[config.mk]
export PLATFORM = sky130hd
export DESIGN_NAME = pianoTiles
export DESIGN_NICKNAME = d
export VERILOG_FILES = /design/src/tilesPkg.sv /design/src/pianoTiles.sv /design/src/scoreDisplay.sv /design/src/framePainter.sv /design/src/gameReferee.sv /design/src/tileField.sv /design/src/keyCapture.sv
export SDC_FILE = /design/constraint.sdc
export NUM_CORES = 1
export LEC_CHECK = 0
export BUFFER_PORTS_ARGS = -buffer_cell sky130_fd_sc_hd__buf_2
export CAP_MARGIN = 20
export CORE_UTILIZATION = 42
export DETAILED_ROUTE_END_ITERATION = 7
export SYNTH_ARGS = -nofsm -noshare
export SYNTH_HDL_FRONTEND = slang
export SYNTH_SLANG_ARGS = --single-unit
[constraint.sdc]
create_clock -name CLOCK_50 -period 6.4 [get_ports CLOCK_50]
set_clock_uncertainty 0.05 [all_clocks]
set_input_delay 1.6 -clock CLOCK_50 [delete_from_list [all_inputs] [get_ports CLOCK_50]]
set_output_delay 1.6 -clock CLOCK_50 [all_outputs]
set_load 0.02 [all_outputs]
[src/tilesPkg.sv]
`default_nettype none

package tilesPkg;

	// Screen size in pixels
	localparam int SCREEN_WIDTH = 160;
	localparam int SCREEN_HEIGHT = 120;

	// Lane layout, each lane sits to the right of a border
	localparam int LANE_COUNT = 4;
	localparam int LANE_WIDTH = 35;
	localparam int BORDER_WIDTH = 4;
	localparam int LANE_PITCH = LANE_WIDTH + BORDER_WIDTH;

	// Tile size, also the depth of the hit zone
	localparam int TILE_HEIGHT = 30;
	localparam int TILE_SLOTS = 4;

	typedef logic [7:0] xCoord_t;
	typedef logic [6:0] yCoord_t;
	typedef logic [1:0] lane_t;
	typedef logic [7:0] score_t;

	// 3-bit RGB
	typedef enum logic [2:0] {
		// Tile
		BLACK = 3'b000,
		// Tile already scored
		BLUE = 3'b001,
		// Lane borders
		GREEN = 3'b010,
		// Bottom boundary row
		RED = 3'b100,
		// Empty lane
		WHITE = 3'b111
	} pixelColour_e;

	typedef enum logic {
		PLAYING,
		OVER
	} gameState_e;

	typedef struct packed {
		logic active;
		logic scored;
		lane_t lane;
		// Top row of the tile
		yCoord_t yTop;
	} tileSlot_t;

	typedef struct packed {
		tileSlot_t [TILE_SLOTS-1:0] slot;
	} tileSet_t;

	// One bit per lane
	typedef logic [LANE_COUNT-1:0] lanePress_t;

	typedef struct packed {
		xCoord_t x;
		yCoord_t y;
		pixelColour_e colour;
	} pixel_t;

endpackage

`default_nettype wire
[src/pianoTiles.sv]
`timescale 1ns/10ps
`default_nettype none

module pianoTiles #(
	parameter int unsigned FALL_PERIOD = 416666,
	parameter int unsigned SPAWN_PERIOD = 50000000
) (
	input wire CLOCK_50,
	input wire rstN,
	input wire [3:0] keys,
	input wire creditReturn,
	output tilesPkg::pixel_t pixel,
	output logic pixelValid,
	output logic gameOver,
	output logic [6:0] hex0,
	output logic [6:0] hex1
);

	tilesPkg::lanePress_t presses;
	tilesPkg::tileSet_t tiles;
	tilesPkg::score_t score;
	logic [tilesPkg::TILE_SLOTS-1:0] hitSlots;
	logic missed;
	logic restart;
	logic playing;

	keyCapture keyCapture_inst (
		.CLOCK_50(CLOCK_50),
		.rstN(rstN),
		.keys(keys),
		.presses(presses)
	);

	tileField #(
		.FALL_PERIOD(FALL_PERIOD),
		.SPAWN_PERIOD(SPAWN_PERIOD)
	) tileField_inst (
		.CLOCK_50(CLOCK_50),
		.rstN(rstN),
		.playing(playing),
		.restart(restart),
		.hitSlots(hitSlots),
		.tiles(tiles),
		.missed(missed)
	);

	// Judges presses against the tiles and owns the score
	gameReferee gameReferee_inst (
		.CLOCK_50(CLOCK_50),
		.rstN(rstN),
		.presses(presses),
		.tiles(tiles),
		.missed(missed),
		.hitSlots(hitSlots),
		.restart(restart),
		.playing(playing),
		.score(score),
		.gameOver(gameOver)
	);

	framePainter framePainter_inst (
		.CLOCK_50(CLOCK_50),
		.rstN(rstN),
		.tiles(tiles),
		.creditReturn(creditReturn),
		.pixel(pixel),
		.pixelValid(pixelValid)
	);

	scoreDisplay scoreDisplay_inst (
		.score(score),
		.hex0(hex0),
		.hex1(hex1)
	);

endmodule

`default_nettype wire

[src/scoreDisplay.sv]
`timescale 1ns/10ps
`default_nettype none

module scoreDisplay (
	input wire tilesPkg::score_t score,
	output logic [6:0] hex0,
	output logic [6:0] hex1
);

	localparam logic [6:0] BLANK = 7'b1111111;

	logic [3:0] tens;
	logic [3:0] ones;

	// Active low, segment g on bit 6
	function automatic logic [6:0] segments(input logic [3:0] digit);
		case (digit)
			4'd0: segments = 7'b1000000;
			4'd1: segments = 7'b1111001;
			4'd2: segments = 7'b0100100;
			4'd3: segments = 7'b0110000;
			4'd4: segments = 7'b0011001;
			4'd5: segments = 7'b0010010;
			4'd6: segments = 7'b0000010;
			4'd7: segments = 7'b1111000;
			4'd8: segments = 7'b0000000;
			4'd9: segments = 7'b0010000;
			default: segments = BLANK;
		endcase
	endfunction

	// Tens only fits a digit below 100
	assign tens = 4'(score / 8'd10);
	assign ones = 4'(score % 8'd10);

	assign hex0 = segments(ones);
	assign hex1 = (score >= 8'd100) ? BLANK : segments(tens);

endmodule

`default_nettype wire

[src/framePainter.sv]
`timescale 1ns/10ps
`default_nettype none

module framePainter (
	input wire CLOCK_50,
	input wire rstN,
	input wire tilesPkg::tileSet_t tiles,
	input wire creditReturn,
	output tilesPkg::pixel_t pixel,
	output logic pixelValid
);

	localparam int CREDIT_BITS = 8;

	logic [CREDIT_BITS-1:0] credits;
	logic canSend;
	tilesPkg::xCoord_t scanX;
	tilesPkg::yCoord_t scanY;
	tilesPkg::pixelColour_e colour;
	tilesPkg::xCoord_t laneLeft;
	logic [7:0] tileBottom;
	logic onBorder;
	logic onTile;
	logic tileScored;

	// A credit arriving this cycle can be spent at once
	assign canSend = (credits != '0) || creditReturn;

	always_ff @(posedge CLOCK_50 or negedge rstN)
	begin
		if (!rstN)
		begin
			credits <= '0;
			scanX <= '0;
			scanY <= '0;
		end
		else
		begin
			credits <= credits + CREDIT_BITS'(creditReturn) - CREDIT_BITS'(canSend);
			if (canSend)
			begin
				if (scanX == tilesPkg::xCoord_t'(tilesPkg::SCREEN_WIDTH - 1))
				begin
					scanX <= '0;
					if (scanY == tilesPkg::yCoord_t'(tilesPkg::SCREEN_HEIGHT - 1))
						scanY <= '0;
					else
						scanY <= scanY + 1'b1;
				end
				else
					scanX <= scanX + 1'b1;
			end
		end
	end

	always_comb
	begin
		onBorder = 1'b0;
		for (int k = 0; k <= tilesPkg::LANE_COUNT; k++)
		begin
			if (scanX >= tilesPkg::xCoord_t'(k * tilesPkg::LANE_PITCH)
				&& scanX < tilesPkg::xCoord_t'(k * tilesPkg::LANE_PITCH + tilesPkg::BORDER_WIDTH))
				onBorder = 1'b1;
		end
		onTile = 1'b0;
		tileScored = 1'b0;
		for (int s = 0; s < tilesPkg::TILE_SLOTS; s++)
		begin
			laneLeft = tilesPkg::xCoord_t'(tilesPkg::BORDER_WIDTH)
				+ tilesPkg::xCoord_t'(tiles.slot[s].lane) * tilesPkg::xCoord_t'(tilesPkg::LANE_PITCH);
			tileBottom = {1'b0, tiles.slot[s].yTop} + 8'(tilesPkg::TILE_HEIGHT - 1);
			if (!onTile && tiles.slot[s].active
				&& scanX >= laneLeft && scanX < laneLeft + tilesPkg::xCoord_t'(tilesPkg::LANE_WIDTH)
				&& scanY >= tiles.slot[s].yTop && {1'b0, scanY} <= tileBottom)
			begin
				onTile = 1'b1;
				tileScored = tiles.slot[s].scored;
			end
		end
		// Boundary row over borders over tiles
		if (scanY == tilesPkg::yCoord_t'(tilesPkg::SCREEN_HEIGHT - 1))
			colour = tilesPkg::RED;
		else if (onBorder)
			colour = tilesPkg::GREEN;
		else if (onTile)
			colour = tileScored ? tilesPkg::BLUE : tilesPkg::BLACK;
		else
			colour = tilesPkg::WHITE;
	end

	always_ff @(posedge CLOCK_50 or negedge rstN)
	begin
		if (!rstN)
			pixelValid <= 1'b0;
		else
			pixelValid <= canSend;
	end

	always_ff @(posedge CLOCK_50)
	begin
		if (canSend)
			pixel <= '{x: scanX, y: scanY, colour: colour};
	end

endmodule

`default_nettype wire

[src/gameReferee.sv]
`timescale 1ns/10ps
`default_nettype none

module gameReferee (
	input wire CLOCK_50,
	input wire rstN,
	input wire tilesPkg::lanePress_t presses,
	input wire tilesPkg::tileSet_t tiles,
	input wire missed,
	output logic [tilesPkg::TILE_SLOTS-1:0] hitSlots,
	output logic restart,
	output logic playing,
	output tilesPkg::score_t score,
	output logic gameOver
);

	localparam int COUNT_BITS = $clog2(tilesPkg::TILE_SLOTS + 1);

	tilesPkg::gameState_e state;
	logic [tilesPkg::TILE_SLOTS-1:0] hittable;
	logic [tilesPkg::TILE_SLOTS-1:0] hitMask;
	logic [COUNT_BITS-1:0] hitCount;
	logic [7:0] bottomRow;
	logic laneFound;
	logic laneScored;
	logic fault;

	// Bottom row inside the last TILE_HEIGHT rows
	always_comb
	begin
		for (int s = 0; s < tilesPkg::TILE_SLOTS; s++)
		begin
			bottomRow = {1'b0, tiles.slot[s].yTop} + 8'(tilesPkg::TILE_HEIGHT - 1);
			hittable[s] = tiles.slot[s].active
				&& (bottomRow >= 8'(tilesPkg::SCREEN_HEIGHT - tilesPkg::TILE_HEIGHT))
				&& (bottomRow < 8'(tilesPkg::SCREEN_HEIGHT));
		end
	end

	// Per pressed lane, hit the first unscored tile or flag a fault
	always_comb
	begin
		hitMask = '0;
		fault = 1'b0;
		for (int l = 0; l < tilesPkg::LANE_COUNT; l++)
		begin
			laneFound = 1'b0;
			laneScored = 1'b0;
			for (int s = 0; s < tilesPkg::TILE_SLOTS; s++)
			begin
				if (presses[l] && hittable[s] && tiles.slot[s].lane == tilesPkg::lane_t'(l))
				begin
					if (tiles.slot[s].scored)
						laneScored = 1'b1;
					else if (!laneFound)
					begin
						laneFound = 1'b1;
						hitMask[s] = 1'b1;
					end
				end
			end
			// A repeat on an already scored tile is harmless
			if (presses[l] && !laneFound && !laneScored)
				fault = 1'b1;
		end
		hitCount = '0;
		for (int s = 0; s < tilesPkg::TILE_SLOTS; s++)
			hitCount = hitCount + COUNT_BITS'(hitMask[s]);
	end

	assign playing = (state == tilesPkg::PLAYING);
	assign gameOver = (state == tilesPkg::OVER);
	assign restart = gameOver && (|presses);
	assign hitSlots = playing ? hitMask : '0;

	always_ff @(posedge CLOCK_50 or negedge rstN)
	begin
		if (!rstN)
		begin
			state <= tilesPkg::PLAYING;
			score <= '0;
		end
		else
		begin
			case (state)
				tilesPkg::PLAYING:
				begin
					score <= score + tilesPkg::score_t'(hitCount);
					if (fault || missed)
						state <= tilesPkg::OVER;
				end
				tilesPkg::OVER:
				begin
					// Any key starts a new game
					if (restart)
					begin
						state <= tilesPkg::PLAYING;
						score <= '0;
					end
				end
			endcase
		end
	end

endmodule

`default_nettype wire

[src/tileField.sv]
`timescale 1ns/10ps
`default_nettype none

module tileField #(
	parameter int unsigned FALL_PERIOD = 416666,
	parameter int unsigned SPAWN_PERIOD = 50000000
) (
	input wire CLOCK_50,
	input wire rstN,
	input wire playing,
	input wire restart,
	input wire [tilesPkg::TILE_SLOTS-1:0] hitSlots,
	output tilesPkg::tileSet_t tiles,
	output logic missed
);

	localparam int FALL_BITS = $clog2(FALL_PERIOD + 1);
	localparam int SPAWN_BITS = $clog2(SPAWN_PERIOD + 1);
	localparam int SLOT_BITS = $clog2(tilesPkg::TILE_SLOTS);
	localparam logic [23:0] LFSR_SEED = 24'h800001;

	logic [23:0] lfsr;
	logic [FALL_BITS-1:0] fallCount;
	logic [SPAWN_BITS-1:0] spawnCount;
	logic fallTick;
	logic spawnTick;
	logic [SLOT_BITS-1:0] freeSlot;
	logic freeFound;
	tilesPkg::tileSet_t tilesNext;
	logic missedNext;

	// Free running, lane choice comes from the low bits
	always_ff @(posedge CLOCK_50 or negedge rstN)
	begin
		if (!rstN)
			lfsr <= LFSR_SEED;
		else
			lfsr <= {lfsr[22:0], lfsr[23] ^ lfsr[22] ^ lfsr[17] ^ lfsr[16]};
	end

	assign fallTick = playing && (fallCount == FALL_BITS'(FALL_PERIOD - 1));
	assign spawnTick = playing && (spawnCount == SPAWN_BITS'(SPAWN_PERIOD - 1));

	// Both timers stand still during game over
	always_ff @(posedge CLOCK_50 or negedge rstN)
	begin
		if (!rstN)
		begin
			fallCount <= '0;
			spawnCount <= '0;
		end
		else if (restart)
		begin
			fallCount <= '0;
			spawnCount <= '0;
		end
		else if (playing)
		begin
			fallCount <= fallTick ? '0 : fallCount + 1'b1;
			spawnCount <= spawnTick ? '0 : spawnCount + 1'b1;
		end
	end

	// Lowest-index empty slot
	always_comb
	begin
		freeFound = 1'b0;
		freeSlot = '0;
		for (int s = 0; s < tilesPkg::TILE_SLOTS; s++)
		begin
			if (!tiles.slot[s].active && !freeFound)
			begin
				freeFound = 1'b1;
				freeSlot = SLOT_BITS'(s);
			end
		end
	end

	always_comb
	begin
		tilesNext = tiles;
		missedNext = 1'b0;
		for (int s = 0; s < tilesPkg::TILE_SLOTS; s++)
		begin
			if (hitSlots[s])
				tilesNext.slot[s].scored = 1'b1;
			if (fallTick && tiles.slot[s].active)
			begin
				tilesNext.slot[s].yTop = tiles.slot[s].yTop + 1'b1;
				// Top row moves past the last screen row
				if (tiles.slot[s].yTop == tilesPkg::yCoord_t'(tilesPkg::SCREEN_HEIGHT - 1))
				begin
					tilesNext.slot[s].active = 1'b0;
					if (!tiles.slot[s].scored)
						missedNext = 1'b1;
				end
			end
		end
		// No free slot means this spawn is skipped
		if (spawnTick && freeFound)
			tilesNext.slot[freeSlot] = '{active: 1'b1, scored: 1'b0, lane: lfsr[1:0], yTop: '0};
	end

	always_ff @(posedge CLOCK_50 or negedge rstN)
	begin
		if (!rstN)
		begin
			tiles <= '0;
			missed <= 1'b0;
		end
		else if (restart)
		begin
			tiles <= '0;
			missed <= 1'b0;
		end
		else
		begin
			tiles <= tilesNext;
			missed <= missedNext;
		end
	end

endmodule

`default_nettype wire

[src/keyCapture.sv]
`timescale 1ns/10ps
`default_nettype none

module keyCapture (
	input wire CLOCK_50,
	input wire rstN,
	input wire [3:0] keys,
	output tilesPkg::lanePress_t presses
);

	// Keys in lane order, KEY[3] is lane 0
	tilesPkg::lanePress_t laneKeys;
	tilesPkg::lanePress_t syncMeta;
	tilesPkg::lanePress_t syncKeys;
	tilesPkg::lanePress_t lastKeys;

	always_comb
	begin
		for (int k = 0; k < tilesPkg::LANE_COUNT; k++)
		begin
			laneKeys[tilesPkg::LANE_COUNT - 1 - k] = keys[k];
		end
	end

	// Two-flop synchronizer, then edge register
	always_ff @(posedge CLOCK_50 or negedge rstN)
	begin
		if (!rstN)
		begin
			// Keys idle high
			syncMeta <= '1;
			syncKeys <= '1;
			lastKeys <= '1;
			presses <= '0;
		end
		else
		begin
			syncMeta <= laneKeys;
			syncKeys <= syncMeta;
			lastKeys <= syncKeys;
			// High to low on a synchronized key
			presses <= lastKeys & ~syncKeys;
		end
	end

endmodule

`default_nettype wire

==> results of run 1 <==
-- per-stage QoR --
| step | power (W) | area [um^2] |
|---|---|---|
| after CTS | 0.00350 | 14500 |
| after detailed placement | 0.00239 | 13900 |
| after global routing | 0.00372 | 14500 |
| final | 0.00346 | 14500 |
| after global placement | 0.00237 | 13900 |
| after floorplan | 0.00213 | 13300 |
-- report_power, final --
group	total [W]	internal, W	switching, W
combinational	0.000930	0.000391	0.000539
sequential	0.00144	0.00128	0.000162
clock	0.00109	0.000537	0.000554
-- worst paths after layout --
path | start | to | slack (ns) | cells past startpoint
max in group asynchronous | rstN | tileField_inst.tiles[12]$_DFF_PN0_ | 4.02 | 2
min in group asynchronous | rstN | framePainter_inst.credits[2]$_DFF_PN0_ | 1.05 | 1
setup / recovery | gameReferee_inst.score[2]$_DFFE_PN0P_ | hex0[4] | 0.54 | 14
hold reg to reg | tileField_inst.lfsr[13]$_DFF_PN0_ | tileField_inst.lfsr[14]$_DFF_PN0_ | 0.30 | 0
hold / removal | tileField_inst.lfsr[13]$_DFF_PN0_ | tileField_inst.lfsr[14]$_DFF_PN0_ | 0.30 | 0
setup reg to reg | tileField_inst.tiles[0]$_DFF_PN0_ | gameReferee_inst.score[6]$_DFFE_PN0P_ | 1.20 | 20
-- flip-flops by register name (all words and copies together) (netlist names) --
register and cells:
framePainter_inst.scanX 8, keyCapture_inst.presses 4, tileField_inst.lfsr 24, tileField_inst.missed 1
tileField_inst.spawnCount 26, framePainter_inst.credits 8, gameReferee_inst.score 8, tileField_inst.fallCount 19
gameReferee_inst.gameOver 1, keyCapture_inst.lastKeys 4, framePainter_inst.pixel 18, framePainter_inst.pixelValid 1
keyCapture_inst.syncMeta 4, tileField_inst.tiles 44, keyCapture_inst.syncKeys 4, framePainter_inst.scanY 7
-- cell usage after synthesis (17+ instances only) --
cell      count  area, um^2
a21oi_1      69         345
and2_1       20         125
and3_1       19         119
clkbuf_1     39         146
dfrtp_1     149        3730
edfxtp_1     18         541
ha_1        176        2200
inv_1       107         402
mux2i_1      23         230
nand2_1     134         503
nand3_1      55         275
nand4_1      23         144
nor2_1      104         390
nor2b_1      18         113
nor3_1       33         165
o21ai_0     113         566
o31ai_1      17         128
xnor2_1      60         526
xor2_1       26         228
-- metal layers --
| layer | vias up | part of all wire |
|---|---|---|
| met2 | 144 | 0.47 |
| met4 | 0 | 0.0098 |
| met3 | 18 | 0.026 |
| met1 | 5045 | 0.50 |
| li1 | 5243 | - |
| met5 | - | 0 |
-- layout make-up --
| class | instances | area (um^2) |
|---|---|---|
| well taps | 396 | 495 |
| repair buffers | 48 | 278 |
| inverters | 109 | 409 |
| fillers | 2927 | 16400 |
| multi-input cells | 1120 | 8060 |
| clock buffers | 17 | 425 |
| clock inverters | 15 | 198 |
| flip-flops and latches | 181 | 4640 |
-- worst register-to-register path, cell delays in order (launching register included) --
cell      delay [ns]
dfrtp_1         0.49
ha_1            0.35
nor4_1          0.55
a21oi_1         0.14
o22ai_1         0.46
o211ai_4        0.22
o311a_1         0.34
a31oi_1         0.16
a21oi_1         0.12
ha_1            0.30
inv_1           0.05
fa_1            0.45
inv_1           0.06
ha_1            0.15
inv_1           0.05
fa_1            0.39
inv_1           0.07
a21oi_1         0.05
or3_1           0.36
o211ai_1        0.17
o31ai_1         0.09
-- logic make-up after synthesis --
group | count (synthesis)
compound gates | 348
xor+xnor | 88
fa+ha+maj | 181
buf+inv | 161
flops | 181
mux | 26
simple gates | 477
==> results_tabular.tex, run 1 <==
\begin{tabular}{lr}
\hline
Metric & Value \\
\hline
\multicolumn{2}{l}{\textbf{Timing}} \\
Final critical-path share of the clock period & 0.916 \\
Setup TNS & 0 ns \\
Slew HR & 0.311 \\
RSZ-0062 raised after global routing & false \\
Count of endpoints failing hold in the final timing report & 0 \\
Max Transition Viols Final & 0 \\
Maximum clock rate & around 170 MHz \\
Setup ws final & 0.540 ns \\
Smallest hold slack & 0.300 ns \\
Actual transition at the worst max-transition pin & 1.01 ns \\
Number of setup violations in the final report & 0 \\
Crit path time final & 5.86 ns \\
\multicolumn{2}{l}{\textbf{Worst setup path}} \\
CP delay by family, top & compound AO/OA/AOI/OAI gates \\
Critical path buffer and inverter count & 3 \\
Arrival time at the worst endpoint & 4.21 ns \\
Cell at the slowest stage of the critical path & dfrtp\_1 \\
Type of element launching the critical path & register \\
Critical-path maximum fanout & 14 \\
Maximum single-stage delay on the critical path & 0.66 ns \\
Type of destination of the critical path & output pin \\
Path type of the worst setup path & register to output pin \\
Sequence of cells on the critical path & nor2\_1 > o22ai\_1 > a221oi\_2 > o21ai\_2 > clkinv\_1 > xnor2\_1 > ha\_1 > inv\_1 > a31oi\_1 > nor3\_1 > a221oi\_4 > mux2i\_1 > mux2\_2 > buf\_2 \\
Data required time at the worst endpoint & 4.75 ns \\
\multicolumn{2}{l}{\textbf{Routing}} \\
Detail-routed via count per cell & 5.54 \\
Routed wirelength normalized by instance count & 16.3 um \\
Drt drc & 0 \\
TritonRoute pass-1 iters & 5 \\
First DRT Iteration DRCs & around 730 \\
Post-route ant nets & 0 \\
Vias after detailed routing & approximately 10000 \\
Total wirelength of the detailed-routed design & around 30000 um \\
\multicolumn{2}{l}{\textbf{Global route}} \\
GRT busiest layer & met2 \\
Total routing usage reported by global routing & 0.196 \\
Met3 Usage GRT & 0.0283 \\
Wire length of the first global-routing pass & roughly 52000 um \\
Leftover overflow at the end of global routing & 0 \\
Global-route track usage on met2 & 0.318 \\
Largest net degree at the start of global routing & between 60 and 70 \\
Initial antenna violation count & 0 \\
GR Layer Usage met1 & 0.273 \\
Via count of the first global-routing pass & 10127 \\
\multicolumn{2}{l}{\textbf{Place}} \\
Count of port buffers added during placement & 40 \\
Inst Count DP & between 1500 and 2000 \\
Routability congestion estimate & 0.912 \\
Half-perimeter wire length of the detailed placement result & 22400 um \\
DP Worst Slack & slightly above 1 ns \\
\multicolumn{2}{l}{\textbf{Clocking}} \\
Number of H-tree levels & 4 \\
Later-pin clock latency in the skew report & 0.46 ns \\
Number of buffers inserted for hold repair after clock tree synthesis & 0 \\
Clock transition at the registers of the reported paths & 0.08 ns \\
Total of cells resized after clock tree synthesis & 0 \\
Master cell of the clock root buffer & clkbuf\_16 \\
TritonCTS Sinks & 181 \\
Number of post-CTS setup repair buffers & 0 \\
TritonCTS clock tree & done \\
Number of buffers created by CTS & 17 \\
Clk buf depth & 2 \\
\multicolumn{2}{l}{\textbf{Synth}} \\
Warnings from Yosys & 0 \\
Compound-Gate Fraction of Synth Area & 0.176 \\
Cell area after synthesis & 0.0133 mm\^{}2 \\
Adder and majority cell fraction of the synthesized area & 0.171 \\
Multiplexer area fraction after synthesis & 0.0201 \\
Count of different cell masters after synthesis & 97 \\
Synthesized area per cell & 9.12 um\^{}2 \\
EDFF count, synth & 18 \\
Flip-flop and latch count after synthesis & 181 \\
Gate Count Post-Synth & 1462 \\
Dominant combinational cell family by area after synthesis & simple AND/OR/NAND/NOR gates \\
Xor and xnor area share after synthesis & 0.0600 \\
Post-synth top flop & dfrtp\_1 \\
Sequential-to-total area share from yosys stat & 0.348 \\
Post-synth ARST share & 0.901 \\
Post-Synth Simple-Gate Area & 0.177 \\
Syn nets & roughly 1600 \\
\multicolumn{2}{l}{\textbf{Status}} \\
Run status & completed \\
\multicolumn{2}{l}{\textbf{Finish}} \\
Post-layout net count & 1663 \\
Cell Count, Final, Fillers Out & 1886 \\
Most common cell after layout, fill and taps aside & ha\_1 \\
Area growth from synthesis to final layout & 8.80\% \\
Commonest non-fill, non-tap cells in the layout & 176 x ha\_1, 149 x dfrtp\_1, 134 x nand2\_1 \\
Fraction of final layout cells with drive strength greater than 1 & 0.0852 \\
Final antenna diode count & 0 \\
Utilization after layout & 0.469 \\
\multicolumn{2}{l}{\textbf{Flow run}} \\
\# Max-Cap Violations & 0 \\
\multicolumn{2}{l}{\textbf{Die}} \\
Die span in y & 180 um \\
Area of the core & 0.0309 mm\^{}2 \\
Die Width & between 150 and 200 um \\
Initial cell density of the core & 0.431 \\
Count of boundary I/O pins & 41 \\
Site row count & 64 \\
Die outline area & roughly 0.032 mm\^{}2 \\
\multicolumn{2}{l}{\textbf{Pwr}} \\
Static Leak & 6.36 nW \\
Worst IR drop on VDD & 0.195 mV \\
PwrDens & 238 mW/mm\^{}2 \\
\multicolumn{2}{l}{\textbf{Worst hold path}} \\
Path type of the worst min-delay path & register to register \\
\hline
\end{tabular}
No activity file was read; power rests on OpenSTA's default activity.
==> run 2: changes to the inputs <==
--- a/config.mk
+++ b/config.mk
@@ -7,8 +7,10 @@
 export LEC_CHECK = 0
 export BUFFER_PORTS_ARGS = -buffer_cell sky130_fd_sc_hd__buf_2
 export CAP_MARGIN = 20
-export CORE_UTILIZATION = 42
+export CORE_UTILIZATION = 44
 export DETAILED_ROUTE_END_ITERATION = 7
+export GPL_TIMING_DRIVEN = 0
+export SLEW_MARGIN = 20
 export SYNTH_ARGS = -nofsm -noshare
 export SYNTH_HDL_FRONTEND = slang
 export SYNTH_SLANG_ARGS = --single-unit
==> run 2 against run 1 <==
Sequential power barely moved. Clock power about the same. Worst hold slack improved by 0.0032 ns. Largest power group unchanged. Combinational power up 5.1%. Cell area rose by 1.2%. Die area down 4.5%. Wire length is 1.6% higher. Critical endpoint unchanged.
==> results_tabular.tex, run 2 (same netlist as run 1, synthesis figures left out) <==
\begin{tabular}{lr}
\hline
Metric & Value \\
\hline
\multicolumn{2}{l}{\textbf{Status}} \\
Run status & completed (unchanged) \\
\multicolumn{2}{l}{\textbf{Routing}} \\
Max Used Layer & met4 (unchanged) \\
Routed wirelength normalized by instance count & 16.2 um (was 16.3 um) \\
Vias after detailed routing & 10792 (was 10450) \\
DRT met1 WL & 15200 um (about the same) \\
Met2 wire length & 14600 um (was 14400 um) \\
Drt drc & 0 (unchanged) \\
Routed wire length on met3 & 1110 um (was 810 um) \\
Post-route ant nets & 0 (unchanged) \\
Total wirelength of the detailed-routed design & 31200 um (was 30700 um) \\
TritonRoute pass-1 iters & 5 (unchanged) \\
First DRT Iteration DRCs & 613 (was 728) \\
Detail-routed via count per cell & 5.61 (was 5.54) \\
\multicolumn{2}{l}{\textbf{Finish}} \\
Most common cell after layout, fill and taps aside & ha\_1 (unchanged) \\
Register containing the most flip-flops in the final layout & tileField\_inst.tiles (unchanged) \\
Commonest non-fill, non-tap cells in the layout & 176 x ha\_1, 149 x dfrtp\_1, 134 x nand2\_1 (unchanged) \\
Post-layout net count & 1708 (was 1663) \\
Largest registers & tileField\_inst.tiles: 44 flops, tileField\_inst.spawnCount: 26 flops, tileField\_inst.lfsr: 24 flops (unchanged) \\
Fraction of final layout cells with drive strength greater than 1 & 0.0853 (was 0.0852) \\
Sequential cell area & 0.00464 mm\^{}2 (unchanged) \\
Multi-input combinational cell area & 0.00806 mm\^{}2 (about the same) \\
Final antenna diode count & 0 (unchanged) \\
Area growth from synthesis to final layout & 10.1\% (was 8.80\%) \\
Flip-flop count of the largest register after layout & 44 (unchanged) \\
Filler instances & 2811 (was 2927) \\
\multicolumn{2}{l}{\textbf{Worst setup path}} \\
Arrival time at the worst endpoint & 4.12 ns (was 4.21 ns) \\
Type of element launching the critical path & register (unchanged) \\
Critical path buffer and inverter count & 4 (was 3) \\
Path type of the worst setup path & register to output pin (unchanged) \\
Type of destination of the critical path & output pin (unchanged) \\
Critical-path maximum fanout & 10 (was 14) \\
Cell at the slowest stage of the critical path & a221oi\_4 (was dfrtp\_1) \\
Sequence of cells on the critical path & buf\_2 > nor3\_1 > a221oi\_2 > o21ai\_2 > clkinv\_1 > xnor2\_1 > ha\_1 > inv\_1 > a31oi\_1 > nor3\_1 > a221oi\_4 > mux2i\_1 > mux2\_2 > buf\_2 (was nor2\_1 > o22ai\_1 > a221oi\_2 > o21ai\_2 > clkinv\_1 > xnor2\_1 > ha\_1 > inv\_1 > a31oi\_1 > nor3\_1 > a221oi\_4 > mux2i\_1 > mux2\_2 > buf\_2) \\
CP delay by family, top & compound AO/OA/AOI/OAI gates (unchanged) \\
Data required time at the worst endpoint & 4.75 ns (about the same) \\
Maximum single-stage delay on the critical path & 0.47 ns (was 0.66 ns) \\
\multicolumn{2}{l}{\textbf{Timing}} \\
RSZ-0062 raised after global routing & false (unchanged) \\
Crit path time final & 5.77 ns (was 5.86 ns) \\
Actual transition at the worst max-transition pin & 0.854 ns (was 1.01 ns) \\
Final critical-path share of the clock period & 0.901 (was 0.916) \\
Max Transition Viols Final & 0 (unchanged) \\
Setup TNS & 0 ns (unchanged) \\
Maximum clock rate & 173 MHz (was 171 MHz) \\
Slew HR & 0.416 (was 0.311) \\
Count of endpoints failing hold in the final timing report & 0 (unchanged) \\
Number of setup violations in the final report & 0 (unchanged) \\
\multicolumn{2}{l}{\textbf{Flow run}} \\
\# Max-Cap Violations & 0 (unchanged) \\
\multicolumn{2}{l}{\textbf{Global route}} \\
Leftover overflow at the end of global routing & 0 (unchanged) \\
Via count of the first global-routing pass & 10282 (was 10127) \\
Total routing usage reported by global routing & 0.210 (was 0.196) \\
Wire length of the first global-routing pass & 52500 um (was 52000 um) \\
Initial antenna violation count & 0 (unchanged) \\
Largest net degree at the start of global routing & 83 (was 65) \\
\multicolumn{2}{l}{\textbf{Die}} \\
Die outline area & 0.0310 mm\^{}2 (was 0.0325 mm\^{}2) \\
Area of the core & 0.0297 mm\^{}2 (was 0.0309 mm\^{}2) \\
Site row count & 63 (was 64) \\
Count of boundary I/O pins & 41 (unchanged) \\
Die span in y & 176 um (was 180 um) \\
Die Width & 176 um (was 180 um) \\
Initial cell density of the core & 0.449 (was 0.431) \\
\multicolumn{2}{l}{\textbf{Place}} \\
Routability congestion estimate & 0.943 (was 0.912) \\
Count of port buffers added during placement & 40 (unchanged) \\
Half-perimeter wire length of the detailed placement result & 22900 um (was 22400 um) \\
\multicolumn{2}{l}{\textbf{Clocking}} \\
Number of H-tree levels & 4 (unchanged) \\
Number of buffers created by CTS & 17 (unchanged) \\
Clk buf depth & 2 (unchanged) \\
Later-pin clock latency in the skew report & 0.45 ns (was 0.46 ns) \\
Clock transition at the registers of the reported paths & 0.08 ns (about the same) \\
Master cell of the clock root buffer & clkbuf\_16 (unchanged) \\
TritonCTS Sinks & 181 (unchanged) \\
TritonCTS clock tree & done (unchanged) \\
Number of buffers inserted for hold repair after clock tree synthesis & 0 (unchanged) \\
Number of post-CTS setup repair buffers & 0 (unchanged) \\
Total of cells resized after clock tree synthesis & 0 (unchanged) \\
\multicolumn{2}{l}{\textbf{Pwr}} \\
Static Leak & 6.45 nW (was 6.36 nW) \\
Overall Power & 0.00350 W (was 0.00346 W) \\
Worst IR drop on VDD & 0.176 mV (was 0.195 mV) \\
PwrDens & 238 mW/mm\^{}2 (about the same) \\
\multicolumn{2}{l}{\textbf{Worst hold path}} \\
Path type of the worst min-delay path & register to register (unchanged) \\
\hline
\end{tabular}
-- run 2: changes by cell type in the layout (fill, tap and decap cells not counted), moves of 2 or more --
cell,before,now
buf_1,0,2
buf_2,39,45
buf_4,6,2
clkbuf_1,0,39
clkinv_8,6,2
inv_12,2,4
inv_8,3,5
-- run 2: path summary, 6_finish.rpt --
path	startpoint	endpoint	slack, ns	depth (start not counted)
min in group asynchronous	rstN	framePainter_inst.scanY[3]$_DFFE_PN0P_	1.11	1
max in group asynchronous	rstN	keyCapture_inst.syncKeys[0]$_DFF_PN1_	4.33	2
max	gameReferee_inst.score[6]$_DFFE_PN0P_	hex0[4]	0.63	14
max reg2reg	tileField_inst.tiles[0]$_DFF_PN0_	gameReferee_inst.score[6]$_DFFE_PN0P_	0.92	20
min reg2reg	tileField_inst.lfsr[18]$_DFF_PN0_	tileField_inst.lfsr[19]$_DFF_PN0_	0.30	0
min	tileField_inst.lfsr[18]$_DFF_PN0_	tileField_inst.lfsr[19]$_DFF_PN0_	0.30	0
-- run 2: final cells by class --
cell class	count	area share
multi-input combinational	1120	0.549
sequential	181	0.316
tap	390	0.0332
clock buffer	17	0.0290
inverter	109	0.0279
timing repair buffer	41	0.0162
buffer	52	0.0156
clock inverter	15	0.0129
-- run 2: layer usage --
layer / track usage / up-vias
li1: - / 5338
met1: 0.292 / 5228
met2: 0.345 / 196
met5: 0 / -
met4: 0.0518 / 0
met3: 0.0282 / 30
-- run 2: stage by stage --
stage | setup WS (ns) | utilization | area, um^2 | hold WS (ns) | instances
floorplan | 1.62 | - | 13300 | 0.281 | 1462
global placement | 0.957 | 0.472 | 14000 | 0.284 | 1892
detailed placement | 0.968 | 0.473 | 14100 | 0.286 | 1893
CTS | 0.615 | 0.494 | 14700 | 0.303 | 1925
global route | 0.319 | 0.494 | 14700 | 0.313 | 1925
finish | 0.634 | 0.494 | 14700 | 0.303 | 1925
-- run 2: report_power, final --
| group | internal, W | switching [W] | total [W] |
|---|---|---|---|
| logic | 0.000398 | 0.000579 | 0.000977 |
| registers | 0.00128 | 0.000146 | 0.00142 |
| clock network | 0.000541 | 0.000557 | 0.00110 |
-- run 2: worst register-to-register path, stage by stage (launching register included) --
cell,delay (ns)
dfrtp_1,0.50
ha_1,0.25
clkbuf_1,0.20
nor4_1,0.57
a21oi_1,0.14
o22ai_1,0.45
o211ai_4,0.23
o32ai_2,0.29
a211oi_1,0.07
nor4_1,0.57
or2_1,0.21
fa_1,0.38
inv_1,0.07
ha_1,0.16
inv_1,0.05
fa_1,0.41
inv_1,0.07
a21oi_1,0.06
or3_1,0.37
o211ai_1,0.18
o31ai_1,0.09
==> run 3: changes to the inputs <==
--- a/config.mk
+++ b/config.mk
@@ -10,6 +10,7 @@
 export CORE_UTILIZATION = 44
 export DETAILED_ROUTE_END_ITERATION = 7
 export GPL_TIMING_DRIVEN = 0
+export PLACE_DENSITY = 0.59
 export SLEW_MARGIN = 20
 export SYNTH_ARGS = -nofsm -noshare
 export SYNTH_HDL_FRONTEND = slang
==> run 3 against run 2 <==
Power about the same. Core utilization about the same. Clock power about the same. Sequential power about the same. Global-route usage increased by 0.19 points. Sequential cell count unchanged. Setup slack improved by 0.015 ns. Largest power group unchanged. Largest cell class unchanged. Cell count about the same. Worst hold slack got worse by 0.0023 ns. Wire length increased by 1.1%. First-iteration DRC count increased by 4.9%. Combinational power about the same.
==> results_tabular.tex, run 3 (same netlist as run 1, synthesis figures left out) <==
\begin{tabular}{lr}
\hline
Metric & Value \\
\hline
\multicolumn{2}{l}{\textbf{Place}} \\
Routability congestion estimate & 0.948 (was 0.943) \\
Count of port buffers added during placement & 40 (unchanged) \\
Post-DP Area & 0.0141 mm\^{}2 (about the same) \\
Half-perimeter wire length of the detailed placement result & 23100 um (was 22900 um) \\
\multicolumn{2}{l}{\textbf{Finish}} \\
Final antenna diode count & 0 (unchanged) \\
Multi-input combinational cell area & 0.00806 mm\^{}2 (about the same) \\
Largest registers & tileField\_inst.tiles: 44 flops, tileField\_inst.spawnCount: 26 flops, tileField\_inst.lfsr: 24 flops (unchanged) \\
Register containing the most flip-flops in the final layout & tileField\_inst.tiles (unchanged) \\
Filler instances & 2834 (was 2811) \\
Commonest non-fill, non-tap cells in the layout & 176 x ha\_1, 149 x dfrtp\_1, 134 x nand2\_1 (unchanged) \\
Flip-flop count of the largest register after layout & 44 (unchanged) \\
Area of all placed cells without fillers & 0.0147 mm\^{}2 (about the same) \\
Area growth from synthesis to final layout & 10.1\% (about the same) \\
Fraction of final layout cells with drive strength greater than 1 & 0.0853 (about the same) \\
Post-layout net count & 1709 (was 1708) \\
Sequential cell area & 0.00464 mm\^{}2 (unchanged) \\
Utilization after layout & 0.494 (about the same) \\
Most common cell after layout, fill and taps aside & ha\_1 (unchanged) \\
\multicolumn{2}{l}{\textbf{Worst setup path}} \\
Worst-case reg-to-reg path depth & 20 (unchanged) \\
Worst reg-to-reg setup slack & 0.83 ns (was 0.92 ns) \\
Type of destination of the critical path & output pin (unchanged) \\
Arrival time at the worst endpoint & 4.10 ns (was 4.12 ns) \\
Startpoint of the worst-slack reg-to-reg timing path & tileField\_inst.tiles[0]\$\_DFF\_PN0\_ (unchanged) \\
Critical-path maximum fanout & 10 (unchanged) \\
Type of element launching the critical path & register (unchanged) \\
Path type of the worst setup path & register to output pin (unchanged) \\
Terminus of the critical flop-to-flop path & gameReferee\_inst.score[6]\$\_DFFE\_PN0P\_ (unchanged) \\
Data required time at the worst endpoint & 4.75 ns (about the same) \\
\multicolumn{2}{l}{\textbf{Routing}} \\
TritonRoute pass-1 iters & 5 (unchanged) \\
First DRT Iteration DRCs & 643 (was 613) \\
Post-route ant nets & 0 (unchanged) \\
Routed wirelength normalized by instance count & 16.4 um (was 16.2 um) \\
Drt drc & 0 (unchanged) \\
Total wirelength of the detailed-routed design & 31600 um (was 31200 um) \\
Vias after detailed routing & 10692 (was 10792) \\
Detail-routed via count per cell & 5.55 (was 5.61) \\
\multicolumn{2}{l}{\textbf{Global route}} \\
Leftover overflow at the end of global routing & 0 (unchanged) \\
Via count of the first global-routing pass & 10455 (was 10282) \\
Initial antenna violation count & 0 (unchanged) \\
Wire length of the first global-routing pass & 53200 um (was 52500 um) \\
Largest net degree at the start of global routing & 91 (was 83) \\
Total routing usage reported by global routing & 0.212 (was 0.210) \\
\multicolumn{2}{l}{\textbf{Clocking}} \\
Number of H-tree levels & 4 (unchanged) \\
TritonCTS clock tree & done (unchanged) \\
TritonCTS Sinks & 181 (unchanged) \\
Number of buffers created by CTS & 17 (unchanged) \\
Later-pin clock latency in the skew report & 0.46 ns (was 0.45 ns) \\
Master cell of the clock root buffer & clkbuf\_16 (unchanged) \\
Total of cells resized after clock tree synthesis & 0 (unchanged) \\
Number of post-CTS setup repair buffers & 0 (unchanged) \\
Clk buf depth & 2 (unchanged) \\
Clock transition at the registers of the reported paths & 0.07 ns (was 0.08 ns) \\
Number of buffers inserted for hold repair after clock tree synthesis & 0 (unchanged) \\
\multicolumn{2}{l}{\textbf{Timing}} \\
Maximum clock rate & 174 MHz (was 173 MHz) \\
Actual transition at the worst max-transition pin & 0.848 ns (was 0.854 ns) \\
Setup TNS & 0 ns (unchanged) \\
RSZ-0062 raised after global routing & false (unchanged) \\
Slew HR & 0.420 (was 0.416) \\
Max Transition Viols Final & 0 (unchanged) \\
Number of setup violations in the final report & 0 (unchanged) \\
Final critical-path share of the clock period & 0.898 (was 0.901) \\
Crit path time final & 5.75 ns (was 5.77 ns) \\
Smallest hold slack & 0.301 ns (was 0.303 ns) \\
Count of endpoints failing hold in the final timing report & 0 (unchanged) \\
\multicolumn{2}{l}{\textbf{Die}} \\
Site row count & 63 (unchanged) \\
Die Width & 176 um (unchanged) \\
Count of boundary I/O pins & 41 (unchanged) \\
Die span in y & 176 um (unchanged) \\
Area of the core & 0.0297 mm\^{}2 (unchanged) \\
Initial cell density of the core & 0.449 (unchanged) \\
Die outline area & 0.0310 mm\^{}2 (unchanged) \\
\multicolumn{2}{l}{\textbf{Worst hold path}} \\
Worst Hold Launch & tileField\_inst.lfsr[11]\$\_DFF\_PN0\_ (was tileField\_inst.lfsr[18]\$\_DFF\_PN0\_) \\
Worst Hold Path Cells & 0 (unchanged) \\
Capture endpoint of the worst hold path & tileField\_inst.lfsr[12]\$\_DFF\_PN0\_ (was tileField\_inst.lfsr[19]\$\_DFF\_PN0\_) \\
Path type of the worst min-delay path & register to register (unchanged) \\
\multicolumn{2}{l}{\textbf{Pwr}} \\
Worst IR drop on VDD & 0.171 mV (was 0.176 mV) \\
PwrDens & 238 mW/mm\^{}2 (about the same) \\
Overall Power & 0.00350 W (about the same) \\
Static Leak & 6.45 nW (about the same) \\
\multicolumn{2}{l}{\textbf{Status}} \\
Run status & completed (unchanged) \\
\multicolumn{2}{l}{\textbf{Flow run}} \\
\# Max-Cap Violations & 0 (unchanged) \\
\hline
\end{tabular}
## run 3: cell types whose count changed in the layout (fill, tap and decap cells not counted)
cell,delta
nand3_2,-1
buf_6,+1
inv_8,-1
inv_6,+1
nand3_1,+1
## run 3: critical path, cell delays in order, from the launching register on
cell      delay (ns)
dfrtp_1         0.44
buf_2           0.22
nor3_1          0.24
a221oi_2        0.06
o21ai_2         0.41
clkinv_1        0.38
xnor2_1         0.21
ha_1            0.32
inv_1           0.08
a31oi_1         0.14
nor3_1          0.08
a221oi_4        0.48
mux2i_1         0.15
mux2_2          0.28
buf_2           0.16
## run 3: through the flow
step | instances | setup slack (ns)
floorplan | 1462 | 1.62
global placement | 1892 | 0.962
detailed placement | 1894 | 0.888
CTS | 1926 | 0.617
global route | 1926 | 0.354
finish | 1926 | 0.650
## run 3: area by class of cell
type | count | area share
Multi-Input combinational cell | 1120 | 0.549
Sequential cell | 181 | 0.316
Tap cell | 390 | 0.0332
Clock buffer | 17 | 0.0290
Inverter | 109 | 0.0279
Timing Repair Buffer | 42 | 0.0170
Buffer | 52 | 0.0156
Clock inverter | 15 | 0.0127
## run 3: where the power goes
group / switching, W / internal [W]
clock network: 0.000560 / 0.000540
logic: 0.000581 / 0.000399
registers: 0.000143 / 0.00128
## run 3: how the worst max path moves through the flow
stage / slack (ns) / start / to / cells past startpoint
final: 0.65 / gameReferee_inst.score[6]$_DFFE_PN0P_ / hex0[4] / 14
after detailed placement: 0.89 / tileField_inst.tiles[0]$_DFF_PN0_ / gameReferee_inst.score[6]$_DFFE_PN0P_ / 20
after floorplan: 1.62 / gameReferee_inst.score[6]$_DFFE_PN0P_ / hex0[6] / 13
after global routing: 0.35 / gameReferee_inst.score[6]$_DFFE_PN0P_ / hex0[4] / 14
after CTS: 0.62 / gameReferee_inst.score[6]$_DFFE_PN0P_ / hex0[4] / 14
after global placement: 0.96 / tileField_inst.tiles[0]$_DFF_PN0_ / gameReferee_inst.score[6]$_DFFE_PN0P_ / 20
## run 3: metal layers
layer | global-route usage | vias up | wire length, um
met5 | 0 | - | 0
met4 | 0.0609 | 0 | 451
met3 | 0.0291 | 27 | 1050
met2 | 0.344 | 196 | 14600
met1 | 0.294 | 5131 | 15400
li1 | - | 5338 | -
